$ cat src/csr_params.svh
`ifndef CSR_PARAMS_SVH
`define CSR_PARAMS_SVH

// Bus widths
`define CSR_ADDR_W      14
`define CSR_DATA_W      32
`define HW_INT_W        8

// Exception and status registers
`define CSR_CRMD        14'h000
`define CSR_PRMD        14'h001
`define CSR_ECFG        14'h004
`define CSR_ESTAT       14'h005
`define CSR_ERA         14'h006
`define CSR_BADV        14'h007
`define CSR_EENTRY      14'h00c

// SAVE1..SAVE3 sit at the next three addresses
`define CSR_SAVE0       14'h030

// Constant timer
`define CSR_TID         14'h040
`define CSR_TCFG        14'h041
`define CSR_TVAL        14'h042
`define CSR_TICLR       14'h044

// Local interrupt enables, bit 10 reserved
`define ECFG_LIE_MASK   13'h1bff

`define TCFG_INITVAL_W  30

`endif

$ cat src/csr_pkg.sv
`include "csr_params.svh"

package csr_pkg;

    typedef logic [`CSR_ADDR_W-1:0] csr_addr_t;
    typedef logic [`CSR_DATA_W-1:0] csr_data_t;
    typedef logic [5:0]             ecode_t;
    typedef logic [8:0]             esubcode_t;
    typedef logic [1:0]             plv_t;

    typedef struct packed {
        logic [22:0] zero;
        logic [1:0]  datm;
        logic [1:0]  datf;
        logic        pg;
        logic        da;
        logic        ie;
        plv_t        plv;
    } crmd_t;

    typedef struct packed {
        logic [28:0] zero;
        logic        pie;
        plv_t        pplv;
    } prmd_t;

    // IS field occupies bits 12:0
    typedef struct packed {
        logic                 rsv31;
        esubcode_t            esubcode;
        ecode_t               ecode;
        logic [2:0]           rsv15_13;
        logic                 is_ipi;
        logic                 is_ti;
        logic                 is_rsv;
        logic [`HW_INT_W-1:0] is_hw;
        logic [1:0]           is_sw;
    } estat_t;

    typedef struct packed {
        logic [`TCFG_INITVAL_W-1:0] initval;
        logic                       periodic;
        logic                       en;
    } tcfg_t;

    // One CSR word, decoded by the register it belongs to
    typedef union packed {
        csr_data_t raw;
        crmd_t     crmd;
        prmd_t     prmd;
        estat_t    estat;
        tcfg_t     tcfg;
    } csr_word_u;

endpackage

$ cat src/csr_write_port.sv
`timescale 1ns/1ps

module csr_write_port (
    input  logic               clk,
    input  logic               aresetn,
    input  logic               flush,
    input  logic               wr_valid,
    input  csr_pkg::csr_addr_t wr_addr,
    input  csr_pkg::csr_word_u wr_data,
    output logic               wr_ready,
    output logic               commit_valid,
    output csr_pkg::csr_addr_t commit_addr,
    output csr_pkg::csr_word_u commit_data
);
    import csr_pkg::*;

    logic      held;
    csr_addr_t held_addr;
    csr_word_u held_data;
    logic      accept;

    assign accept = wr_valid && wr_ready;

    // Single entry, so no new write while one is held
    assign wr_ready = ~held;

    always_ff @(posedge clk) begin
        if (!aresetn) begin
            held <= 1'b0;
        end else begin
            held <= accept;
        end
    end

    always_ff @(posedge clk) begin
        if (accept) begin
            held_addr <= wr_addr;
            held_data <= wr_data;
        end
    end

    // Flush in the commit cycle drops the write
    assign commit_valid = held && !flush;
    assign commit_addr  = held_addr;
    assign commit_data  = held_data;

endmodule

$ cat src/exc_state.sv
`timescale 1ns/1ps
`include "csr_params.svh"

module exc_state (
    input  logic                       clk,
    input  logic                       aresetn,
    input  logic                       commit_valid,
    input  csr_pkg::csr_addr_t         commit_addr,
    input  csr_pkg::csr_word_u         commit_data,
    input  logic                       exc_valid,
    input  csr_pkg::ecode_t            exc_ecode,
    input  csr_pkg::esubcode_t         exc_esubcode,
    input  csr_pkg::csr_data_t         exc_era,
    input  logic                       exc_badv_valid,
    input  csr_pkg::csr_data_t         exc_badv,
    input  logic                       ertn,
    output csr_pkg::crmd_t             crmd,
    output csr_pkg::prmd_t             prmd,
    output logic [12:0]                ecfg_lie,
    output csr_pkg::estat_t            estat_sw,
    output csr_pkg::csr_data_t         era,
    output csr_pkg::csr_data_t         badv,
    output csr_pkg::csr_data_t         eentry,
    output csr_pkg::csr_data_t [3:0]   save_regs
);
    import csr_pkg::*;

    logic [1:0] is_sw_q;
    ecode_t     ecode_q;
    esubcode_t  esubcode_q;

    // Direct address mode, cached fetch and data
    always_ff @(posedge clk) begin
        if (!aresetn) begin
            crmd <= '{zero: '0, datm: 2'd1, datf: 2'd1, pg: 1'b0, da: 1'b1,
                      ie: 1'b0, plv: '0};
        end else if (ertn) begin
            crmd.plv <= prmd.pplv;
            crmd.ie  <= prmd.pie;
        end else if (exc_valid) begin
            crmd.plv <= '0;
            crmd.ie  <= 1'b0;
        end else if (commit_valid && commit_addr == `CSR_CRMD) begin
            crmd.plv  <= commit_data.crmd.plv;
            crmd.ie   <= commit_data.crmd.ie;
            crmd.datf <= commit_data.crmd.datf;
            crmd.datm <= commit_data.crmd.datm;
            // Only one of PG and DA may be set
            if (commit_data.crmd.pg ^ commit_data.crmd.da) begin
                crmd.pg <= commit_data.crmd.pg;
                crmd.da <= commit_data.crmd.da;
            end
        end
    end

    always_ff @(posedge clk) begin
        if (!aresetn) begin
            prmd <= '0;
        end else if (exc_valid) begin
            prmd.pplv <= crmd.plv;
            prmd.pie  <= crmd.ie;
        end else if (commit_valid && commit_addr == `CSR_PRMD) begin
            prmd.pplv <= commit_data.prmd.pplv;
            prmd.pie  <= commit_data.prmd.pie;
        end
    end

    always_ff @(posedge clk) begin
        if (!aresetn) begin
            ecfg_lie <= '0;
        end else if (commit_valid && commit_addr == `CSR_ECFG) begin
            ecfg_lie <= commit_data.raw[12:0] & `ECFG_LIE_MASK;
        end
    end

    always_ff @(posedge clk) begin
        if (!aresetn) begin
            is_sw_q    <= '0;
            ecode_q    <= '0;
            esubcode_q <= '0;
        end else if (exc_valid) begin
            ecode_q    <= exc_ecode;
            esubcode_q <= (exc_ecode == '0) ? '0 : exc_esubcode;
        end else if (commit_valid && commit_addr == `CSR_ESTAT) begin
            is_sw_q <= commit_data.estat.is_sw;
        end
    end

    always_comb begin
        estat_sw          = '0;
        estat_sw.is_sw    = is_sw_q;
        estat_sw.ecode    = ecode_q;
        estat_sw.esubcode = esubcode_q;
    end

    always_ff @(posedge clk) begin
        if (!aresetn) begin
            era <= '0;
        end else if (exc_valid) begin
            era <= exc_era;
        end else if (commit_valid && commit_addr == `CSR_ERA) begin
            era <= commit_data.raw;
        end
    end

    always_ff @(posedge clk) begin
        if (exc_badv_valid) begin
            badv <= exc_badv;
        end else if (commit_valid && commit_addr == `CSR_BADV) begin
            badv <= commit_data.raw;
        end
    end

    // Entry point is 64-byte aligned
    always_ff @(posedge clk) begin
        if (commit_valid && commit_addr == `CSR_EENTRY) begin
            eentry <= {commit_data.raw[31:6], 6'b0};
        end
    end

    always_ff @(posedge clk) begin
        for (int i = 0; i < 4; i++) begin
            if (commit_valid && commit_addr == `CSR_SAVE0 + i) begin
                save_regs[i] <= commit_data.raw;
            end
        end
    end

endmodule

$ cat src/timer_unit.sv
`timescale 1ns/1ps
`include "csr_params.svh"

module timer_unit (
    input  logic               clk,
    input  logic               aresetn,
    input  logic               commit_valid,
    input  csr_pkg::csr_addr_t commit_addr,
    input  csr_pkg::csr_word_u commit_data,
    output csr_pkg::csr_data_t tid,
    output csr_pkg::tcfg_t     tcfg,
    output csr_pkg::csr_data_t tval,
    output logic               ti_pending
);
    import csr_pkg::*;

    localparam int PAD_W = `CSR_DATA_W - `TCFG_INITVAL_W;

    logic tcfg_load;
    logic expire;
    logic ticlr;

    assign tcfg_load = commit_valid && commit_addr == `CSR_TCFG;
    assign ticlr     = commit_valid && commit_addr == `CSR_TICLR && commit_data.raw[0];

    // Counter steps 1 -> 0 on this edge
    assign expire = tcfg.en && !tcfg_load && tval == 32'd1;

    always_ff @(posedge clk) begin
        if (!aresetn) begin
            tid <= '0;
        end else if (commit_valid && commit_addr == `CSR_TID) begin
            tid <= commit_data.raw;
        end
    end

    always_ff @(posedge clk) begin
        if (!aresetn) begin
            tcfg <= '0;
        end else if (tcfg_load) begin
            tcfg <= commit_data.tcfg;
        end
    end

    always_ff @(posedge clk) begin
        if (!aresetn) begin
            tval <= '0;
        end else if (tcfg_load) begin
            tval <= {{PAD_W{1'b0}}, commit_data.tcfg.initval};
        end else if (tcfg.en) begin
            if (tval != '0) begin
                tval <= tval - 32'd1;
            end else if (tcfg.periodic) begin
                tval <= {{PAD_W{1'b0}}, tcfg.initval};
            end
        end
    end

    // New expiry wins over a clear in the same cycle
    always_ff @(posedge clk) begin
        if (!aresetn) begin
            ti_pending <= 1'b0;
        end else if (expire) begin
            ti_pending <= 1'b1;
        end else if (ticlr) begin
            ti_pending <= 1'b0;
        end
    end

endmodule

$ cat src/csr_readout_irq.sv
`timescale 1ns/1ps
`include "csr_params.svh"

module csr_readout_irq (
    input  csr_pkg::csr_addr_t       rd_addr,
    input  logic [`HW_INT_W-1:0]     hw_int,
    input  csr_pkg::crmd_t           crmd,
    input  csr_pkg::prmd_t           prmd,
    input  logic [12:0]              ecfg_lie,
    input  csr_pkg::estat_t          estat_sw,
    input  csr_pkg::csr_data_t       era,
    input  csr_pkg::csr_data_t       badv,
    input  csr_pkg::csr_data_t       eentry,
    input  csr_pkg::csr_data_t [3:0] save_regs,
    input  csr_pkg::csr_data_t       tid,
    input  csr_pkg::tcfg_t           tcfg,
    input  csr_pkg::csr_data_t       tval,
    input  logic                     ti_pending,
    output csr_pkg::csr_word_u       rd_data,
    output logic                     irq
);
    import csr_pkg::*;

    estat_t      estat;
    logic [12:0] is_bits;

    // Live interrupt lines merged into the stored fields
    always_comb begin
        estat       = estat_sw;
        estat.is_hw = hw_int;
        estat.is_ti = ti_pending;
    end

    assign is_bits = {estat.is_ipi, estat.is_ti, estat.is_rsv, estat.is_hw, estat.is_sw};

    // TICLR is write-only and falls to the default
    always_comb begin
        rd_data = '0;
        case (rd_addr)
            `CSR_CRMD:          rd_data.crmd  = crmd;
            `CSR_PRMD:          rd_data.prmd  = prmd;
            `CSR_ECFG:          rd_data.raw   = {{(`CSR_DATA_W-13){1'b0}}, ecfg_lie};
            `CSR_ESTAT:         rd_data.estat = estat;
            `CSR_ERA:           rd_data.raw   = era;
            `CSR_BADV:          rd_data.raw   = badv;
            `CSR_EENTRY:        rd_data.raw   = eentry;
            `CSR_SAVE0:         rd_data.raw   = save_regs[0];
            `CSR_SAVE0 + 14'd1: rd_data.raw   = save_regs[1];
            `CSR_SAVE0 + 14'd2: rd_data.raw   = save_regs[2];
            `CSR_SAVE0 + 14'd3: rd_data.raw   = save_regs[3];
            `CSR_TID:           rd_data.raw   = tid;
            `CSR_TCFG:          rd_data.tcfg  = tcfg;
            `CSR_TVAL:          rd_data.raw   = tval;
            default:            rd_data.raw   = '0;
        endcase
    end

    assign irq = crmd.ie && |(is_bits & ecfg_lie);

endmodule

$ cat src/csr_top.sv
`timescale 1ns/1ps
`include "csr_params.svh"

module csr_top (
    input  logic                 clk,
    input  logic                 aresetn,
    input  logic                 wr_valid,
    input  csr_pkg::csr_addr_t   wr_addr,
    input  csr_pkg::csr_word_u   wr_data,
    input  logic                 flush,
    input  csr_pkg::csr_addr_t   rd_addr,
    input  logic                 exc_valid,
    input  csr_pkg::ecode_t      exc_ecode,
    input  csr_pkg::esubcode_t   exc_esubcode,
    input  csr_pkg::csr_data_t   exc_era,
    input  logic                 exc_badv_valid,
    input  csr_pkg::csr_data_t   exc_badv,
    input  logic                 ertn,
    input  logic [`HW_INT_W-1:0] hw_int,
    output logic                 wr_ready,
    output csr_pkg::csr_word_u   rd_data,
    output logic                 irq,
    output csr_pkg::crmd_t       crmd_out,
    output csr_pkg::csr_data_t   era_out,
    output csr_pkg::csr_data_t   eentry_out
);

    logic                     commit_valid;
    csr_pkg::csr_addr_t       commit_addr;
    csr_pkg::csr_word_u       commit_data;
    csr_pkg::prmd_t           prmd;
    logic [12:0]              ecfg_lie;
    csr_pkg::estat_t          estat_sw;
    csr_pkg::csr_data_t       badv;
    csr_pkg::csr_data_t [3:0] save_regs;
    csr_pkg::csr_data_t       tid;
    csr_pkg::tcfg_t           tcfg;
    csr_pkg::csr_data_t       tval;
    logic                     ti_pending;

    csr_write_port write_port_i (
        .clk          (clk),
        .aresetn      (aresetn),
        .flush        (flush),
        .wr_valid     (wr_valid),
        .wr_addr      (wr_addr),
        .wr_data      (wr_data),
        .wr_ready     (wr_ready),
        .commit_valid (commit_valid),
        .commit_addr  (commit_addr),
        .commit_data  (commit_data)
    );

    exc_state exc_state_i (
        .clk            (clk),
        .aresetn        (aresetn),
        .commit_valid   (commit_valid),
        .commit_addr    (commit_addr),
        .commit_data    (commit_data),
        .exc_valid      (exc_valid),
        .exc_ecode      (exc_ecode),
        .exc_esubcode   (exc_esubcode),
        .exc_era        (exc_era),
        .exc_badv_valid (exc_badv_valid),
        .exc_badv       (exc_badv),
        .ertn           (ertn),
        .crmd           (crmd_out),
        .prmd           (prmd),
        .ecfg_lie       (ecfg_lie),
        .estat_sw       (estat_sw),
        .era            (era_out),
        .badv           (badv),
        .eentry         (eentry_out),
        .save_regs      (save_regs)
    );

    timer_unit timer_i (
        .clk          (clk),
        .aresetn      (aresetn),
        .commit_valid (commit_valid),
        .commit_addr  (commit_addr),
        .commit_data  (commit_data),
        .tid          (tid),
        .tcfg         (tcfg),
        .tval         (tval),
        .ti_pending   (ti_pending)
    );

    csr_readout_irq readout_i (
        .rd_addr    (rd_addr),
        .hw_int     (hw_int),
        .crmd       (crmd_out),
        .prmd       (prmd),
        .ecfg_lie   (ecfg_lie),
        .estat_sw   (estat_sw),
        .era        (era_out),
        .badv       (badv),
        .eentry     (eentry_out),
        .save_regs  (save_regs),
        .tid        (tid),
        .tcfg       (tcfg),
        .tval       (tval),
        .ti_pending (ti_pending),
        .rd_data    (rd_data),
        .irq        (irq)
    );

endmodule

$ cat config.mk
export PLATFORM = sky130hd
export DESIGN_NAME = csr_top
export DESIGN_NICKNAME = d
export VERILOG_FILES = /design/src/csr_pkg.sv /design/src/csr_write_port.sv /design/src/exc_state.sv /design/src/timer_unit.sv /design/src/csr_readout_irq.sv /design/src/csr_top.sv
export VERILOG_INCLUDE_DIRS = /design/src /design/src/src
export SDC_FILE = /design/constraint.sdc
export NUM_CORES = 1
export LEC_CHECK = 0
export CAP_MARGIN = 20
export CORE_MARGIN = 2
export CORE_UTILIZATION = 30
export DETAILED_ROUTE_END_ITERATION = 10
export DONT_BUFFER_PORTS = 1
export GPL_TIMING_DRIVEN = 0
export PLACE_DENSITY_LB_ADDON = 0.2
export SETUP_SLACK_MARGIN = 0.15
export SYNTH_ARGS = -nofsm -noshare
export SYNTH_HDL_FRONTEND = slang
export SYNTH_HIERARCHICAL = 1
export SYNTH_SLANG_ARGS = --single-unit
export TNS_END_PERCENT = 50
$ cat constraint.sdc
create_clock -name clk -period 12.3 [get_ports clk]
set_input_delay 0.615 -clock clk [delete_from_list [all_inputs] [get_ports clk]]
set_output_delay 0.615 -clock clk [all_outputs]
set_load 0.03 [all_outputs]
Yosys cells after proc, flatten, opt, wreduce, memory -nomap -nowiden. Index checks and enable logic that the tools add are counted.

Register bits after elaboration: 403. Bits of input ports: 154. Logic and storage cells: 121.

$add $sub $neg: 1. Equality and inequality tests: 27. Multiplexer cells: 17. Bitwise gates (word level): 6. Reductions and logical operators: 41.

Operator list (count): $pmux 32 s14 (1); $mux 32 (6); $eq 14x3->1 const B (8); $eq 14x6->1 const B (8); $eq 14x7->1 const B (6); $mux 30 (2); $eq 32x1->1 const B (1); $reduce_bool 32->1 (1); $sub 32x1->32 const B (1); $eq 14x1->1 const B (2); $eq 14x4->1 const B (2); $logic_not 14->1 (2); $logic_and 1x1->1 (20); $mux 3 (5); $and 12x13->13 (1); $reduce_or 13->1 (1); $reduce_bool 2->1 (6); $mux 9 (1); $logic_not 6->1 (1); $reduce_and 2->1 (3); $reduce_bool 3->1 (2); $not 1->1 (4); $reduce_and 4->1 (1); $reduce_and 3->1 (1); 4 further kinds (6).

Longest topological paths before layout.
Depth after elaboration: 7. Gate-level depth with buffers: 10. Mapped depth without buffers: 8.

Modules after synthesis. Netlist, hierarchy kept.

By module, submodules not included: exc_state (times used 1, cells each 684, area an instance 10047.1 um^2, seq. area each 7046.8 um^2); timer_unit (times used 1, cells each 606, area an instance 4685.7 um^2, seq. area each 1941.9 um^2); csr_readout_irq (times used 1, cells each 499, area an instance 3686.0 um^2, seq. area each 0.0 um^2); csr_write_port (times used 1, cells each 51, area an instance 1426.4 um^2, seq. area each 1401.3 um^2).

Worst setup path before layout. OpenSTA, ideal clock, no wires.

Kind: input port to flip-flop. Start point: in flush. End point: reg exc_state_i.badv[0] (enable). Setup time: 0.470 ns. Arrival: 3.562 ns. Path slack: 8.268 ns. Cell stages on the path: 4. Path buffers: 0. Cell sequence: nor2b_1 > nor2b_1 > nand4_1 > o31ai_1.

Cells in the longest elaborated chain, start to end: 4.

RTL lines: start: declaration (line csr_top.sv:10) `input logic flush,`; $logic_not 1->1 (line csr_write_port.sv:43) `assign commit_valid = held && !flush;`; $logic_and 1x1->1 (line csr_write_port.sv:43); $logic_and 1x1->1 (no line); $reduce_bool 2->1 (no line); end signal: assignment (line exc_state.sv:108) `badv <= exc_badv;`; end signal: assignment (line exc_state.sv:110) `badv <= commit_data.raw;`; end: declaration (line exc_state.sv:22) `output csr_pkg::csr_data_t badv,`.

Every way passes these cells. A chain may end at the register's enable or synchronous reset.

==> results.toml <==
[outcome]
status = "finished clean"

[hold_path]
min_path_cells = 0
min_delay_worst_endpoint = "write_port_i/commit_data[18]"
hp-start = "wr_data[18]"
hp-class = "input port to flip-flop"

[layout]
layout-drive-gt1-share_pct = 17.9
nets = 2116
final_cell_mix = "edfxtp_1 (232), nand2_1 (209), dfxtp_1 (171), a21oi_1 (107), clkbuf_1 (93)"
area_delta_synth_final_pct = 16.1
final_common_cell = "edfxtp_1"

[grt]
grt_usage_pct = 26.9
grt_overflow_total = 0
grt_pass1_wl_um = 128000
grt_max_degree = 27
antenna_found_initial = 5
grt_pass1_vias = 16100

[worst_setup_path]
startpoint_type = "input port"
cp_cell_sequence = "buf_2, nor2_1, clkbuf_1, nand2_1, nor2_1, a22oi_1, o211ai_1"
cpMostUsedCell = "nor2_1"
reg2regPathDepth = 8
cp-end-kind = "output pin"
timing.rr.end = "timer_i/tval[6]"
crit_path_top_delay_cell = "nor2_1"
rrSetupSlack_ns = 8.74
reg2reg_from = "write_port_i/held"
critical_path_arrival_ns = 4.04
cp_top_family = "simple AND/OR/NAND/NOR gates"
worstSetupPathType = "input port to output pin"
critPathRequiredTime_ns = 11.69
crit_buf_inv = 2
cpPeakStageDelay_ns = 1.00
cp_max_fo = 10

[clock_tree]
cts_tree = "done"
clockBufferDepth = 3
cts.htree.levels = 2
cts_root_buf = "clkbuf_16"
cts.repair.resized = 0
post_cts_buffers = 0
clock_sinks = 403
cts_made_buffers = 48
postCtsHoldBufs = 0
clk_pin_slew_ns = 0.06
clkLatencyLatePin_ns = 0.59

[timing]
fmaxAchievable_mhz = 215
fin_hold_ws_ns = 0.114
hold_viol_final = 0
tightest_slew_ns = 1.23
slew_headroom_pct = 17.9
slew_violations = 0
grt_setup_unrepaired = "false"
finalCritPeriodShare_pct = 37.8
worst_slack_ns = 7.65
setup_viol = 0
final.setup_skew_ns = 0.0171
post-route-min-period_ns = 4.65
fin_setup_tns_ns = 0

[power]
sequentialPowerShare_pct = 47.9
p_leak_uw = 0.00777
pwr-share-comb_pct = 6.4
internal_power_uw = 2390
pwr-share-clk_pct = 45.7
powerDensity_nw_per_um2 = 139
p_sw_share_pct = 25.1
total_power_uw = 3200
switchingPower_uw = 802
vdd_drop_max_v = 0.0000988

[route]
viasPerCell = 5.89
postRouteAntennaNets = 0
wl_per_cell_um = 32.7
drc = 0
drt-total-wl_um = 93900
dr_total_vias = 16900
drt_pass1_iterations = 6
drtIter0Drc = 2250

[yosys]
avgSynthCellArea_um2 = 10.8
synth_area_um2 = 19800
ys.warnings.count = 6
synthesis.instances = 1831

[placed_design]
dp_hpwl_um = 71600
place_ws_ns = 7.83
port_buffers = 0
place.gp.congestion = 0.940

[floorplanning]
die-height_um = 261
dieArea_um2 = 68000
die_width_um = 261
num_io_pins = 284
design.core.area_um2 = 65500
rows = 94
start_util_pct = 30.2

[job]
drv_cap = 0
-- state kept, by name, indices dropped and copies added (netlist names), 2 cells and up --
signal	cells
write_port_i/commit_data	32
exc_state_i/prmd	3
exc_state_i/eentry	26
timer_i/tcfg	32
exc_state_i/crmd	9
exc_state_i/ecfg_lie	12
exc_state_i/esubcode_q	9
timer_i/tid	32
exc_state_i/ecode_q	6
exc_state_i/is_sw_q	2
exc_state_i/badv	32
exc_state_i/save_regs	128
write_port_i/commit_addr	14
timer_i/tval	32
exc_state_i/era	32
-- how the worst max path moves through the flow --
stage / start / to / slack, ns / cells after the start
2_1_floorplan: flush / exc_state_i/badv[0] / 8.27 / 4
3_3_place_gp: flush / exc_state_i/save_regs[90] / 5.38 / 4
6_report: rd_addr[3] / rd_data[5] / 7.65 / 7
3_5_place_dp: rd_addr[0] / rd_data[22] / 7.83 / 8
5_1_grt: rd_addr[0] / rd_data[22] / 7.70 / 8
4_1_cts: rd_addr[0] / rd_data[22] / 7.82 / 8
-- cell type report --
type                            instances  area [um^2]
Tap cell                              864         1080
Antenna cell                            3         7.51
Timing Repair Buffer                   15          219
Inverter                               11         41.3
Clock inverter                         23          249
Fill cell                            6509        42500
Sequential cell                       403        10400
Buffer                                201         1130
Multi-Input combinational cell       1280         8500
Clock buffer                           67         1350
-- power groups by stage --
| stage | logic (uW) | clock network [uW] | registers (uW) |
|---|---|---|---|
| after floorplan | 132 | 0 | 1520 |
| after global placement | 188 | 0 | 1560 |
| after detailed placement | 194 | 0 | 1560 |
| after CTS | 195 | 1490 | 1530 |
| after global routing | 214 | 1530 | 1530 |
| final | 205 | 1460 | 1530 |
-- per-layer routing --
metal / track usage [%] / vias up / share of wire, %
met2: 42.7 / 1010 / 45
met1: 36.3 / 8567 / 42
met3: 6.58 / 151 / 10
met5: 0 / - / 0.014
met4: 7.68 / 2 / 2.9
li1: - / 7169 / -
-- per-stage QoR --
step	util, %	instance area, um^2	instances
2_1_floorplan	-	20000	1895
3_3_place_gp	32.2	21100	2759
3_5_place_dp	32.6	21400	2773
4_1_cts	35.0	22900	2863
5_1_grt	35.1	23000	2865
6_report	35.1	23000	2867
Power figures use the tool's default switching activity.
